File: config.mk
export PLATFORM = sky130hd
export DESIGN_NAME = uart_rx_top
export DESIGN_NICKNAME = d
export VERILOG_FILES = /design/src/design/uart_rx_pkg.sv /design/src/design/uart_rx_top.sv /design/src/design/rx_ready_ctrl.sv /design/src/design/rx_fifo_store.sv /design/src/design/rx_frame_sampler.sv
export SDC_FILE = /design/constraint.sdc
export NUM_CORES = 1
export LEC_CHECK = 0
export ABC_CLOCK_PERIOD_IN_PS = 9800
export BUFFER_PORTS_ARGS = -buffer_cell sky130_fd_sc_hd__buf_2
export CAP_MARGIN = 20
export CORE_MARGIN = 8
export CORE_UTILIZATION = 30
export DETAILED_ROUTE_END_ITERATION = 10
export GPL_TIMING_DRIVEN = 0
export SLEW_MARGIN = 10
export SYNTH_ARGS = -nofsm -noshare
export SYNTH_HDL_FRONTEND = slang
export SYNTH_SLANG_ARGS = --single-unit
File: constraint.sdc
create_clock -name clk_i -period 9.8 [get_ports clk_i]
set_input_delay 1.96 -clock clk_i [delete_from_list [all_inputs] [get_ports clk_i]]
set_output_delay 1.96 -clock clk_i [all_outputs]
set_load 0.03 [all_outputs]
File: src/design/uart_rx_pkg.sv
package uart_rx_pkg;

  // --------------------
  // Widths and entry layout
  // --------------------

  // Width of one received character
  localparam int DATA_W = 8;

  // A buffer entry holds the character and three flag bits above it
  localparam int ENTRY_W = 11;
  localparam int PARITY_ERR_IDX = 8;
  localparam int FRAME_ERR_IDX = 9;
  localparam int OVERRUN_IDX = 10;

  // Number of data bits counted by the sampler, enough for 8 bits
  localparam int BITCNT_W = $clog2(DATA_W);

  // --------------------
  // Buffer sizing
  // --------------------

  localparam int FIFO_DEPTH = 32;
  localparam int PTR_W = $clog2(FIFO_DEPTH);

  // The level must hold FIFO_DEPTH itself, so it is one bit wider than the pointers
  localparam int LEVEL_W = 6;

  // --------------------
  // Oversampling
  // --------------------

  // Ticks per bit on the serial line
  localparam int OVERSAMPLE = 16;
  localparam int TICK_W = $clog2(OVERSAMPLE);

  // Tick count at the middle of the start bit
  localparam int MID_TICK = 7;

  // --------------------
  // Mode encodings
  // --------------------

  typedef enum logic [1:0] {DW_5BIT, DW_6BIT, DW_7BIT, DW_8BIT} data_width_e;
  typedef enum logic {SB_1BIT, SB_2BIT} stop_bits_e;
  typedef enum logic [1:0] {PAR_NONE, PAR_EVEN, PAR_ODD} parity_mode_e;
  typedef enum logic [2:0] {IDLE, START, DATA, PARITY, STOP} rx_state_e;

endpackage : uart_rx_pkg
File: src/design/uart_rx_top.sv
module uart_rx_top (
  input  logic                              clk_i,
  input  logic                              rst_n_i,
  input  logic                              enable_i,
  input  logic                              baud_tick_i,
  input  logic                              rx_i,
  input  logic                              fifo_read_i,
  input  logic                              stream_mode_i,
  input  logic [uart_rx_pkg::LEVEL_W-1:0]   threshold_i,
  input  uart_rx_pkg::data_width_e          data_width_i,
  input  uart_rx_pkg::stop_bits_e           stop_bits_i,
  input  uart_rx_pkg::parity_mode_e         parity_mode_i,
  output logic [uart_rx_pkg::DATA_W-1:0]    rx_data_o,
  output logic                              parity_error_o,
  output logic                              frame_error_o,
  output logic                              overrun_error_o,
  output logic                              rx_done_o,
  output logic                              rx_ready_o,
  output logic                              fifo_empty_o,
  output logic                              fifo_full_o
);

  logic                             wr_en;
  logic [uart_rx_pkg::ENTRY_W-1:0]  wr_entry;
  logic [uart_rx_pkg::ENTRY_W-1:0]  head;
  logic [uart_rx_pkg::LEVEL_W-1:0]  level;
  logic                             frame_done;
  logic                             ready;
  logic                             empty;
  logic                             full;

  // The sampler and the buffer sit side by side, ready logic watches both
  rx_frame_sampler u_sampler (
    .clk_i(clk_i), .rst_n_i(rst_n_i), .enable_i(enable_i),
    .baud_tick_i(baud_tick_i), .rx_i(rx_i),
    .data_width_i(data_width_i), .stop_bits_i(stop_bits_i),
    .parity_mode_i(parity_mode_i), .full_i(full), .ready_i(ready),
    .wr_en_o(wr_en), .wr_entry_o(wr_entry), .frame_done_o(frame_done)
  );

  rx_fifo_store u_fifo (
    .clk_i(clk_i), .rst_n_i(rst_n_i), .wr_en_i(wr_en),
    .wr_entry_i(wr_entry), .rd_en_i(fifo_read_i), .head_o(head),
    .level_o(level), .empty_o(empty), .full_o(full)
  );

  rx_ready_ctrl u_ready (
    .clk_i(clk_i), .rst_n_i(rst_n_i), .frame_done_i(frame_done),
    .rd_en_i(fifo_read_i), .stream_mode_i(stream_mode_i),
    .threshold_i(threshold_i), .level_i(level), .empty_i(empty),
    .full_i(full), .ready_o(ready), .full_pulse_o(fifo_full_o)
  );

  // --------------------
  // Head split
  // --------------------

  assign rx_data_o = head[uart_rx_pkg::DATA_W-1:0];

  // Flags show only on the read that pops their entry
  assign parity_error_o = head[uart_rx_pkg::PARITY_ERR_IDX] & fifo_read_i;
  assign frame_error_o = head[uart_rx_pkg::FRAME_ERR_IDX] & fifo_read_i;
  assign overrun_error_o = head[uart_rx_pkg::OVERRUN_IDX] & fifo_read_i;

  assign rx_done_o = frame_done;
  assign rx_ready_o = ready;
  assign fifo_empty_o = empty;

endmodule : uart_rx_top

File: src/design/rx_ready_ctrl.sv
module rx_ready_ctrl (
  input  logic                              clk_i,
  input  logic                              rst_n_i,
  input  logic                              frame_done_i,
  input  logic                              rd_en_i,
  input  logic                              stream_mode_i,
  input  logic [uart_rx_pkg::LEVEL_W-1:0]   threshold_i,
  input  logic [uart_rx_pkg::LEVEL_W-1:0]   level_i,
  input  logic                              empty_i,
  input  logic                              full_i,
  output logic                              ready_o,
  output logic                              full_pulse_o
);

  // --------------------
  // Ready interrupt
  // --------------------

  logic                             ready_q;
  logic                             full_q;
  logic                             full_pulse_q;
  logic                             wr_inc;
  logic                             rd_dec;
  logic                             stream_hit;
  logic                             full_mask;
  logic [uart_rx_pkg::LEVEL_W-1:0]  level_after;

  // The frame is written unless the buffer is full
  assign wr_inc = frame_done_i & ~full_i;
  assign rd_dec = rd_en_i & ~empty_i;

  // Level as it will be once this clock's write and read are done
  assign level_after = level_i + uart_rx_pkg::LEVEL_W'(wr_inc) -
                       uart_rx_pkg::LEVEL_W'(rd_dec);

  // A zero threshold means interrupt only on a full buffer
  assign stream_hit = (threshold_i == '0) ?
                      (level_after == uart_rx_pkg::LEVEL_W'(uart_rx_pkg::FIFO_DEPTH)) :
                      (level_after >= threshold_i);

  // The sampler reads ready back to flag overrun, so a new frame wins over a clear
  always_ff @(posedge clk_i) begin
    if (!rst_n_i) begin
      ready_q <= 1'b0;
    end else if (stream_mode_i) begin
      if (frame_done_i && stream_hit) begin
        ready_q <= 1'b1;
      end else if (empty_i) begin
        ready_q <= 1'b0;
      end
    end else begin
      if (frame_done_i) begin
        ready_q <= 1'b1;
      end else if (rd_en_i) begin
        ready_q <= 1'b0;
      end
    end
  end

  // --------------------
  // Full edge pulse
  // --------------------

  // In stream mode with a zero threshold ready already reports the full buffer
  assign full_mask = stream_mode_i & (threshold_i == '0);

  always_ff @(posedge clk_i) begin
    if (!rst_n_i) begin
      full_q <= 1'b0;
      full_pulse_q <= 1'b0;
    end else begin
      full_q <= full_i;
      full_pulse_q <= full_i & ~full_q & ~full_mask;
    end
  end

  assign ready_o = ready_q;
  assign full_pulse_o = full_pulse_q;

  // In standard mode only a read may drop ready
  assert property (@(posedge clk_i) disable iff (!rst_n_i)
    (ready_o && !stream_mode_i && !rd_en_i) |=> ready_o);

endmodule : rx_ready_ctrl

File: src/design/rx_fifo_store.sv
module rx_fifo_store (
  input  logic                              clk_i,
  input  logic                              rst_n_i,
  input  logic                              wr_en_i,
  input  logic [uart_rx_pkg::ENTRY_W-1:0]   wr_entry_i,
  input  logic                              rd_en_i,
  output logic [uart_rx_pkg::ENTRY_W-1:0]   head_o,
  output logic [uart_rx_pkg::LEVEL_W-1:0]   level_o,
  output logic                              empty_o,
  output logic                              full_o
);

  // --------------------
  // Storage and pointers
  // --------------------

  logic [uart_rx_pkg::ENTRY_W-1:0]  mem_q [uart_rx_pkg::FIFO_DEPTH];
  logic [uart_rx_pkg::PTR_W-1:0]    wr_ptr_q;
  logic [uart_rx_pkg::PTR_W-1:0]    rd_ptr_q;
  logic [uart_rx_pkg::LEVEL_W-1:0]  level_q;
  logic [uart_rx_pkg::LEVEL_W-1:0]  level_d;
  logic                             empty_q;
  logic                             full_q;
  logic                             do_wr;
  logic                             do_rd;

  // Writes to a full buffer and reads of an empty one are ignored
  assign do_wr = wr_en_i & ~full_q;
  assign do_rd = rd_en_i & ~empty_q;

  // A simultaneous read and write leaves the level unchanged
  always_comb begin
    case ({do_wr, do_rd})
      2'b10:   level_d = level_q + 1'b1;
      2'b01:   level_d = level_q - 1'b1;
      default: level_d = level_q;
    endcase
  end

  always_ff @(posedge clk_i) begin
    if (do_wr) begin
      mem_q[wr_ptr_q] <= wr_entry_i;
    end
  end

  always_ff @(posedge clk_i) begin
    if (!rst_n_i) begin
      wr_ptr_q <= '0;
      rd_ptr_q <= '0;
      level_q <= '0;
      empty_q <= 1'b1;
      full_q <= 1'b0;
    end else begin
      // The depth is a power of two, so the pointers wrap on their own
      if (do_wr) begin
        wr_ptr_q <= wr_ptr_q + 1'b1;
      end
      if (do_rd) begin
        rd_ptr_q <= rd_ptr_q + 1'b1;
      end
      level_q <= level_d;
      // Flags are registered from the next level so they track it exactly
      empty_q <= (level_d == '0);
      full_q <= (level_d == uart_rx_pkg::LEVEL_W'(uart_rx_pkg::FIFO_DEPTH));
    end
  end

  // The head is presented without a read
  assign head_o = mem_q[rd_ptr_q];
  assign level_o = level_q;
  assign empty_o = empty_q;
  assign full_o = full_q;

  assert property (@(posedge clk_i) disable iff (!rst_n_i)
    level_q <= uart_rx_pkg::LEVEL_W'(uart_rx_pkg::FIFO_DEPTH));

  // Matching pointers mean an empty buffer unless it has filled up
  assert property (@(posedge clk_i) disable iff (!rst_n_i)
    empty_q == ((wr_ptr_q == rd_ptr_q) && !full_q));

endmodule : rx_fifo_store

File: src/design/rx_frame_sampler.sv
module rx_frame_sampler (
  input  logic                                clk_i,
  input  logic                                rst_n_i,
  input  logic                                enable_i,
  input  logic                                baud_tick_i,
  input  logic                                rx_i,
  input  uart_rx_pkg::data_width_e            data_width_i,
  input  uart_rx_pkg::stop_bits_e             stop_bits_i,
  input  uart_rx_pkg::parity_mode_e           parity_mode_i,
  input  logic                                full_i,
  input  logic                                ready_i,
  output logic                                wr_en_o,
  output logic [uart_rx_pkg::ENTRY_W-1:0]     wr_entry_o,
  output logic                                frame_done_o
);

  // --------------------
  // Sampling control
  // --------------------

  uart_rx_pkg::rx_state_e               state_q;
  logic [uart_rx_pkg::TICK_W-1:0]       tick_cnt_q;
  logic [uart_rx_pkg::BITCNT_W-1:0]     bit_cnt_q;
  logic [uart_rx_pkg::BITCNT_W-1:0]     last_bit_idx;
  logic                                 stop_cnt_q;
  logic                                 ovr_q;
  logic                                 start_edge;
  logic                                 tick_end;
  logic                                 last_stop;

  // Payload of the frame being received
  logic [uart_rx_pkg::DATA_W-1:0]       shift_q;
  logic [uart_rx_pkg::DATA_W-1:0]       data_aligned;
  logic                                 par_bit_q;
  logic                                 stop_ok_q;
  logic                                 data_par;
  logic                                 par_err;

  // A falling line while idle and enabled opens a frame
  assign start_edge = enable_i & ~rx_i;

  // The last tick of a bit period lands in the middle of the next bit
  assign tick_end = baud_tick_i &
                    (tick_cnt_q == uart_rx_pkg::TICK_W'(uart_rx_pkg::OVERSAMPLE - 1));

  // The width code counts up from 5 bits, so the last index is the code plus 4
  assign last_bit_idx = {1'b0, data_width_i} + uart_rx_pkg::BITCNT_W'(4);

  // With two stop bits the first one only arms the counter
  assign last_stop = (stop_bits_i == uart_rx_pkg::SB_1BIT) | stop_cnt_q;

  assign frame_done_o = (state_q == uart_rx_pkg::STOP) & tick_end & last_stop;

  // A full buffer drops the frame
  assign wr_en_o = frame_done_o & ~full_i;

  always_ff @(posedge clk_i) begin
    if (!rst_n_i) begin
      state_q <= uart_rx_pkg::IDLE;
      tick_cnt_q <= '0;
      bit_cnt_q <= '0;
      stop_cnt_q <= 1'b0;
      ovr_q <= 1'b0;
    end else begin
      case (state_q)
        uart_rx_pkg::IDLE: begin
          stop_cnt_q <= 1'b0;
          if (start_edge) begin
            tick_cnt_q <= '0;
            ovr_q <= ready_i;
            state_q <= uart_rx_pkg::START;
          end
        end
        uart_rx_pkg::START: begin
          if (baud_tick_i) begin
            if (tick_cnt_q == uart_rx_pkg::TICK_W'(uart_rx_pkg::MID_TICK)) begin
              tick_cnt_q <= '0;
              bit_cnt_q <= '0;
              // A line back high at mid bit was a glitch
              state_q <= rx_i ? uart_rx_pkg::IDLE : uart_rx_pkg::DATA;
            end else begin
              tick_cnt_q <= tick_cnt_q + 1'b1;
            end
          end
        end
        uart_rx_pkg::DATA: begin
          if (tick_end) begin
            bit_cnt_q <= bit_cnt_q + 1'b1;
            if (bit_cnt_q == last_bit_idx) begin
              state_q <= (parity_mode_i == uart_rx_pkg::PAR_EVEN ||
                          parity_mode_i == uart_rx_pkg::PAR_ODD) ?
                         uart_rx_pkg::PARITY : uart_rx_pkg::STOP;
            end
          end
        end
        uart_rx_pkg::PARITY: begin
          if (tick_end) begin
            state_q <= uart_rx_pkg::STOP;
          end
        end
        uart_rx_pkg::STOP: begin
          if (tick_end) begin
            stop_cnt_q <= 1'b1;
            if (last_stop) begin
              state_q <= uart_rx_pkg::IDLE;
            end
          end
        end
        default: state_q <= uart_rx_pkg::IDLE;
      endcase

      // Bit periods run back to back once the start bit is confirmed
      if (state_q != uart_rx_pkg::IDLE && state_q != uart_rx_pkg::START && baud_tick_i) begin
        tick_cnt_q <= tick_cnt_q + 1'b1;
      end

      // Ready seen at any point of the frame means the previous entry was still unread
      if (state_q != uart_rx_pkg::IDLE) begin
        ovr_q <= ovr_q | ready_i;
      end
    end
  end

  // Data enters at the top and moves down, so the LSB ends at the bottom
  always_ff @(posedge clk_i) begin
    if (state_q == uart_rx_pkg::IDLE && start_edge) begin
      stop_ok_q <= 1'b1;
    end
    if (state_q == uart_rx_pkg::DATA && tick_end) begin
      shift_q <= {rx_i, shift_q[uart_rx_pkg::DATA_W-1:1]};
    end
    if (state_q == uart_rx_pkg::PARITY && tick_end) begin
      par_bit_q <= rx_i;
    end
    // Any low stop bit is remembered until the frame ends
    if (state_q == uart_rx_pkg::STOP && tick_end) begin
      stop_ok_q <= stop_ok_q & rx_i;
    end
  end

  // --------------------
  // Entry assembly
  // --------------------

  // Short characters sit in the upper bits and are shifted down to bit 0
  always_comb begin
    case (data_width_i)
      uart_rx_pkg::DW_5BIT: data_aligned = {3'b000, shift_q[7:3]};
      uart_rx_pkg::DW_6BIT: data_aligned = {2'b00, shift_q[7:2]};
      uart_rx_pkg::DW_7BIT: data_aligned = {1'b0, shift_q[7:1]};
      default:              data_aligned = shift_q;
    endcase
  end

  // Even parity expects the XOR of the data, odd parity its inverse
  assign data_par = ^data_aligned;

  always_comb begin
    case (parity_mode_i)
      uart_rx_pkg::PAR_EVEN: par_err = (par_bit_q != data_par);
      uart_rx_pkg::PAR_ODD:  par_err = (par_bit_q == data_par);
      default:               par_err = 1'b0;
    endcase
  end

  always_comb begin
    wr_entry_o = '0;
    wr_entry_o[uart_rx_pkg::DATA_W-1:0] = data_aligned;
    wr_entry_o[uart_rx_pkg::PARITY_ERR_IDX] = par_err;
    // The current stop bit is still on the line at the write
    wr_entry_o[uart_rx_pkg::FRAME_ERR_IDX] = ~(stop_ok_q & rx_i);
    wr_entry_o[uart_rx_pkg::OVERRUN_IDX] = ovr_q | ready_i;
  end

  // The stop phase is reached only after every data bit of the width was counted
  assert property (@(posedge clk_i) disable iff (!rst_n_i)
    frame_done_o |-> (bit_cnt_q == last_bit_idx + 1'b1));

  // The buffer full flag must block every write
  assert property (@(posedge clk_i) disable iff (!rst_n_i) wr_en_o |-> !full_i);

endmodule : rx_frame_sampler

==> impl_metrics.csv <==
group,metric,value,unit
global_route,grt_pass1_vias,8494,
yosys,syn-cell-area,16500,um2
final_layout,drive_gt1_frac,0.265,
placement,dp_cells,1633,
pwr,p_sw_frac,0.230,
cts,clk_pin_slew,60,ps
worst_hold_path,hold_depth,1,
timing,finalSetupViolations,0,
pwr,switchingPower,0.893,mW
setup_path,criticalPathCategory,"flip-flop to output pin",
yosys,syn_inst,872,
yosys,synth.area.top_cells,"edfxtp_1, mux4_2, dfxtp_1",
pwr,power_density,201,nW/um2
setup_path,critPathMaxStageDelay,650,ps
timing,fin_tns_setup,0,ps
final_layout,antenna_cells,0,
yosys,synth_edf_count,362,
placement,gp_congestion,0.757,
timing,tightestPinTransition,986,ps
route,drc,0,
yosys,yosysUniqueCellTypes,58,
worst_hold_path,worstHoldPathType,"flip-flop to flip-flop",
floorplan,rows,86,
yosys,avgSynthCellArea,18.9,um2
cts,htreeDepth,2,
timing,finClkSkew,20.1,ps
pwr,comb_power_share,0.108,
final_layout,area_growth,17.2,%
cts,cts_tree,"done",
placement,placed_area,17900,um2
timing,slew_viol_final,0,
setup_path,cp_cell_sequence,"clkbuf_1, buf_2, buf_1, mux4_2, mux4_2, mux2_2, buf_2",
floorplan,die_x,250,um
route,ant_nets,0,
route,drt-total-wl,36.4,mm
cts,post_cts_resize_count,0,
floorplan,core_area,54800,um2
floorplan,dieArea,62700,um2
final_layout,nets,1020,
setup_path,worstPathArrival,3660,ps
outcome,status,"complete, no violations",
cts,cts_sinks,400,
cts,ctsHoldBuffers,0,
pwr,p_leak,6.31,nW
placement,hpwl,24.6,mm
pwr,power_frac_seq,0.484,
route,dr.pass1.iters,5,
final_layout,mostFrequentLayoutCells,"edfxtp_1, mux4_2, nor2_1",
final_layout,postLayoutCellArea,19300,um2
floorplan,die_y,250,um
setup_path,cp_slowest_cell,"buf_1",
global_route,grt_usage,0.114,
cts,cts_root_buffer,"clkbuf_16",
cts,clk_latency,550,ps
global_route,grt_pass1_wl,54.8,mm
global_route,grt_max_degree,34,
timing,min_period_over_period,0.574,
cts,post_cts_buffers,0,
yosys,yosys_warnings,0,
setup_path,worstPathMaxFanout,10,
placement,portBuffers,31,
timing,fin_crit,5620,ps
yosys,synth_seq_cells,400,
timing,finalHoldViolations,0,
timing,rsz0062_at_grt,"false",
cts,cts_made_buffers,41,
pwr,clock_power_share,0.408,
yosys,yosysTopAreaCellShare,0.659,
setup_path,required,7840,ps
yosys,ys.flop_type,"edfxtp_1",
setup_path,startpoint_type,"flip-flop",
floorplan,ios,33,
route,via_per_inst,4.88,
route,vias,8348,
setup_path,reg2reg_depth,16,
pwr,vdd_drop_max,0.000131,V
global_route,antenna_found_initial,0,
timing,slew_headroom,0.342,
route,drt_iter0_drc,744,
final_layout,final_cells,1712,
yosys,syn_nets,917,
route,routedWlPerCell,21.2,um
yosys,synth.largest_area_cell,"edfxtp_1",
final_layout,final_util,0.353,
pwr,power.internal,2.98,mW
job,max_cap_viol_count,0,
floorplan,initial_core_util,0.301,
setup_path,cp-end-kind,"output pin",
cts,cts_buffer_depth,3,
final_layout,layout_commonest_cell,"edfxtp_1",
global_route,overflow,0,
yosys,yosysSeqAreaShare,0.705,
yosys,ys_async_sr_fraction,0,
timing,timing.fmax,178,MHz
==> metal layers <==
metal	global-route usage	part of all wire	vias up
met5	0	0	-
met4	0.0286	0.018	0
met3	0.0205	0.055	48
met2	0.181	0.46	221
met1	0.162	0.47	4365
li1	-	-	3714
==> Yosys cell counts, drive strengths merged (3+ instances only) <==
cell and number:
mux4 110, nor2b 10, buf 18, nand2 24, nor2 63, clkbuf 21
mux2 10, xnor2 14, edfxtp 362, xor2 16, o21ai 12, or2 3
a21o 5, dfxtp 38, or3 4, a211oi 4, a21oi 20, nor3 12
nand3b 5, and3 4, ha 25, and2 4, mux2i 17, nand3 8
nor4 3, inv 26, nand4 5
==> sequential cells by signal, summed over array words and instances, names as in the netlist, 3 cells and up, named ones only <==
register / cells
u_sampler.bit_cnt_q: 3
u_sampler.shift_q: 8
u_fifo.mem_q: 352
u_sampler.state_q: 3
u_fifo.wr_ptr_q: 5
u_sampler.tick_cnt_q: 4
u_fifo.rd_ptr_q: 5
u_fifo.level_o: 6
==> worst paths after layout <==
path                                   startpoint                         endpoint  slack, ps
min reg2reg             u_ready.full_q$_SDFF_PN0_  u_ready.full_pulse_o$_SDFF_PN0_        390
max reg2reg  u_sampler.tick_cnt_q[0]$_SDFFE_PN0P_     u_ready.ready_o$_SDFFE_PN0P_       5470
max                                     flip-flop                     rx_data_o[0]       4180
min                     u_ready.full_q$_SDFF_PN0_  u_ready.full_pulse_o$_SDFF_PN0_        390
==> metrics by stage <==
stage	hold slack [ps]	setup slack, ps	power (mW)
2_1_floorplan	370	4640	2.22
3_3_place_gp	380	3400	2.32
3_5_place_dp	392	4000	2.34
4_1_cts	400	4130	3.92
5_1_grt	419	4060	4.02
6_report	395	4180	3.88
==> area by class of cell <==
cell class / instances / area, um2
plain buffers: 39 / 209
clock buffers: 50 / 1080
clock inverters: 26 / 280
fillers: 5059 / 35400
inverters: 26 / 97.6
multi-input cells: 407 / 4640
flip-flops and latches: 400 / 11600
well taps: 704 / 881
repair buffers: 60 / 508
==> worst max-delay path, delay by kind of cell (launching register included) <==
family | cells | cell delay, ps
buffers and inverters | 4 | 1570
DFF | 1 | 300
muxes | 3 | 1240
==> cells by family (layout without fill, tap and decap cells) <==
logic type               after synthesis  count (layout)  synth area share
XOR/XNOR                              30              30            0.0159
flip-flops                           400             400             0.705
adder cells (fa/ha/maj)               27              27            0.0214
multiplexers                         137             137             0.170
AO/OA/AOI/OAI                         57              57            0.0214
AND/OR/NAND/NOR                      156             156            0.0473
buffers and inverters                 65             201            0.0186
==> power groups by stage <==
stage	sequential [mW]	clock [mW]	combinational (mW)
2_1_floorplan	1.92	0	0.307
3_3_place_gp	1.91	0	0.410
3_5_place_dp	1.91	0	0.425
4_1_cts	1.88	1.61	0.426
5_1_grt	1.88	1.68	0.461
6_report	1.88	1.58	0.419
Note: power is estimated with default switching activity, not from simulation.
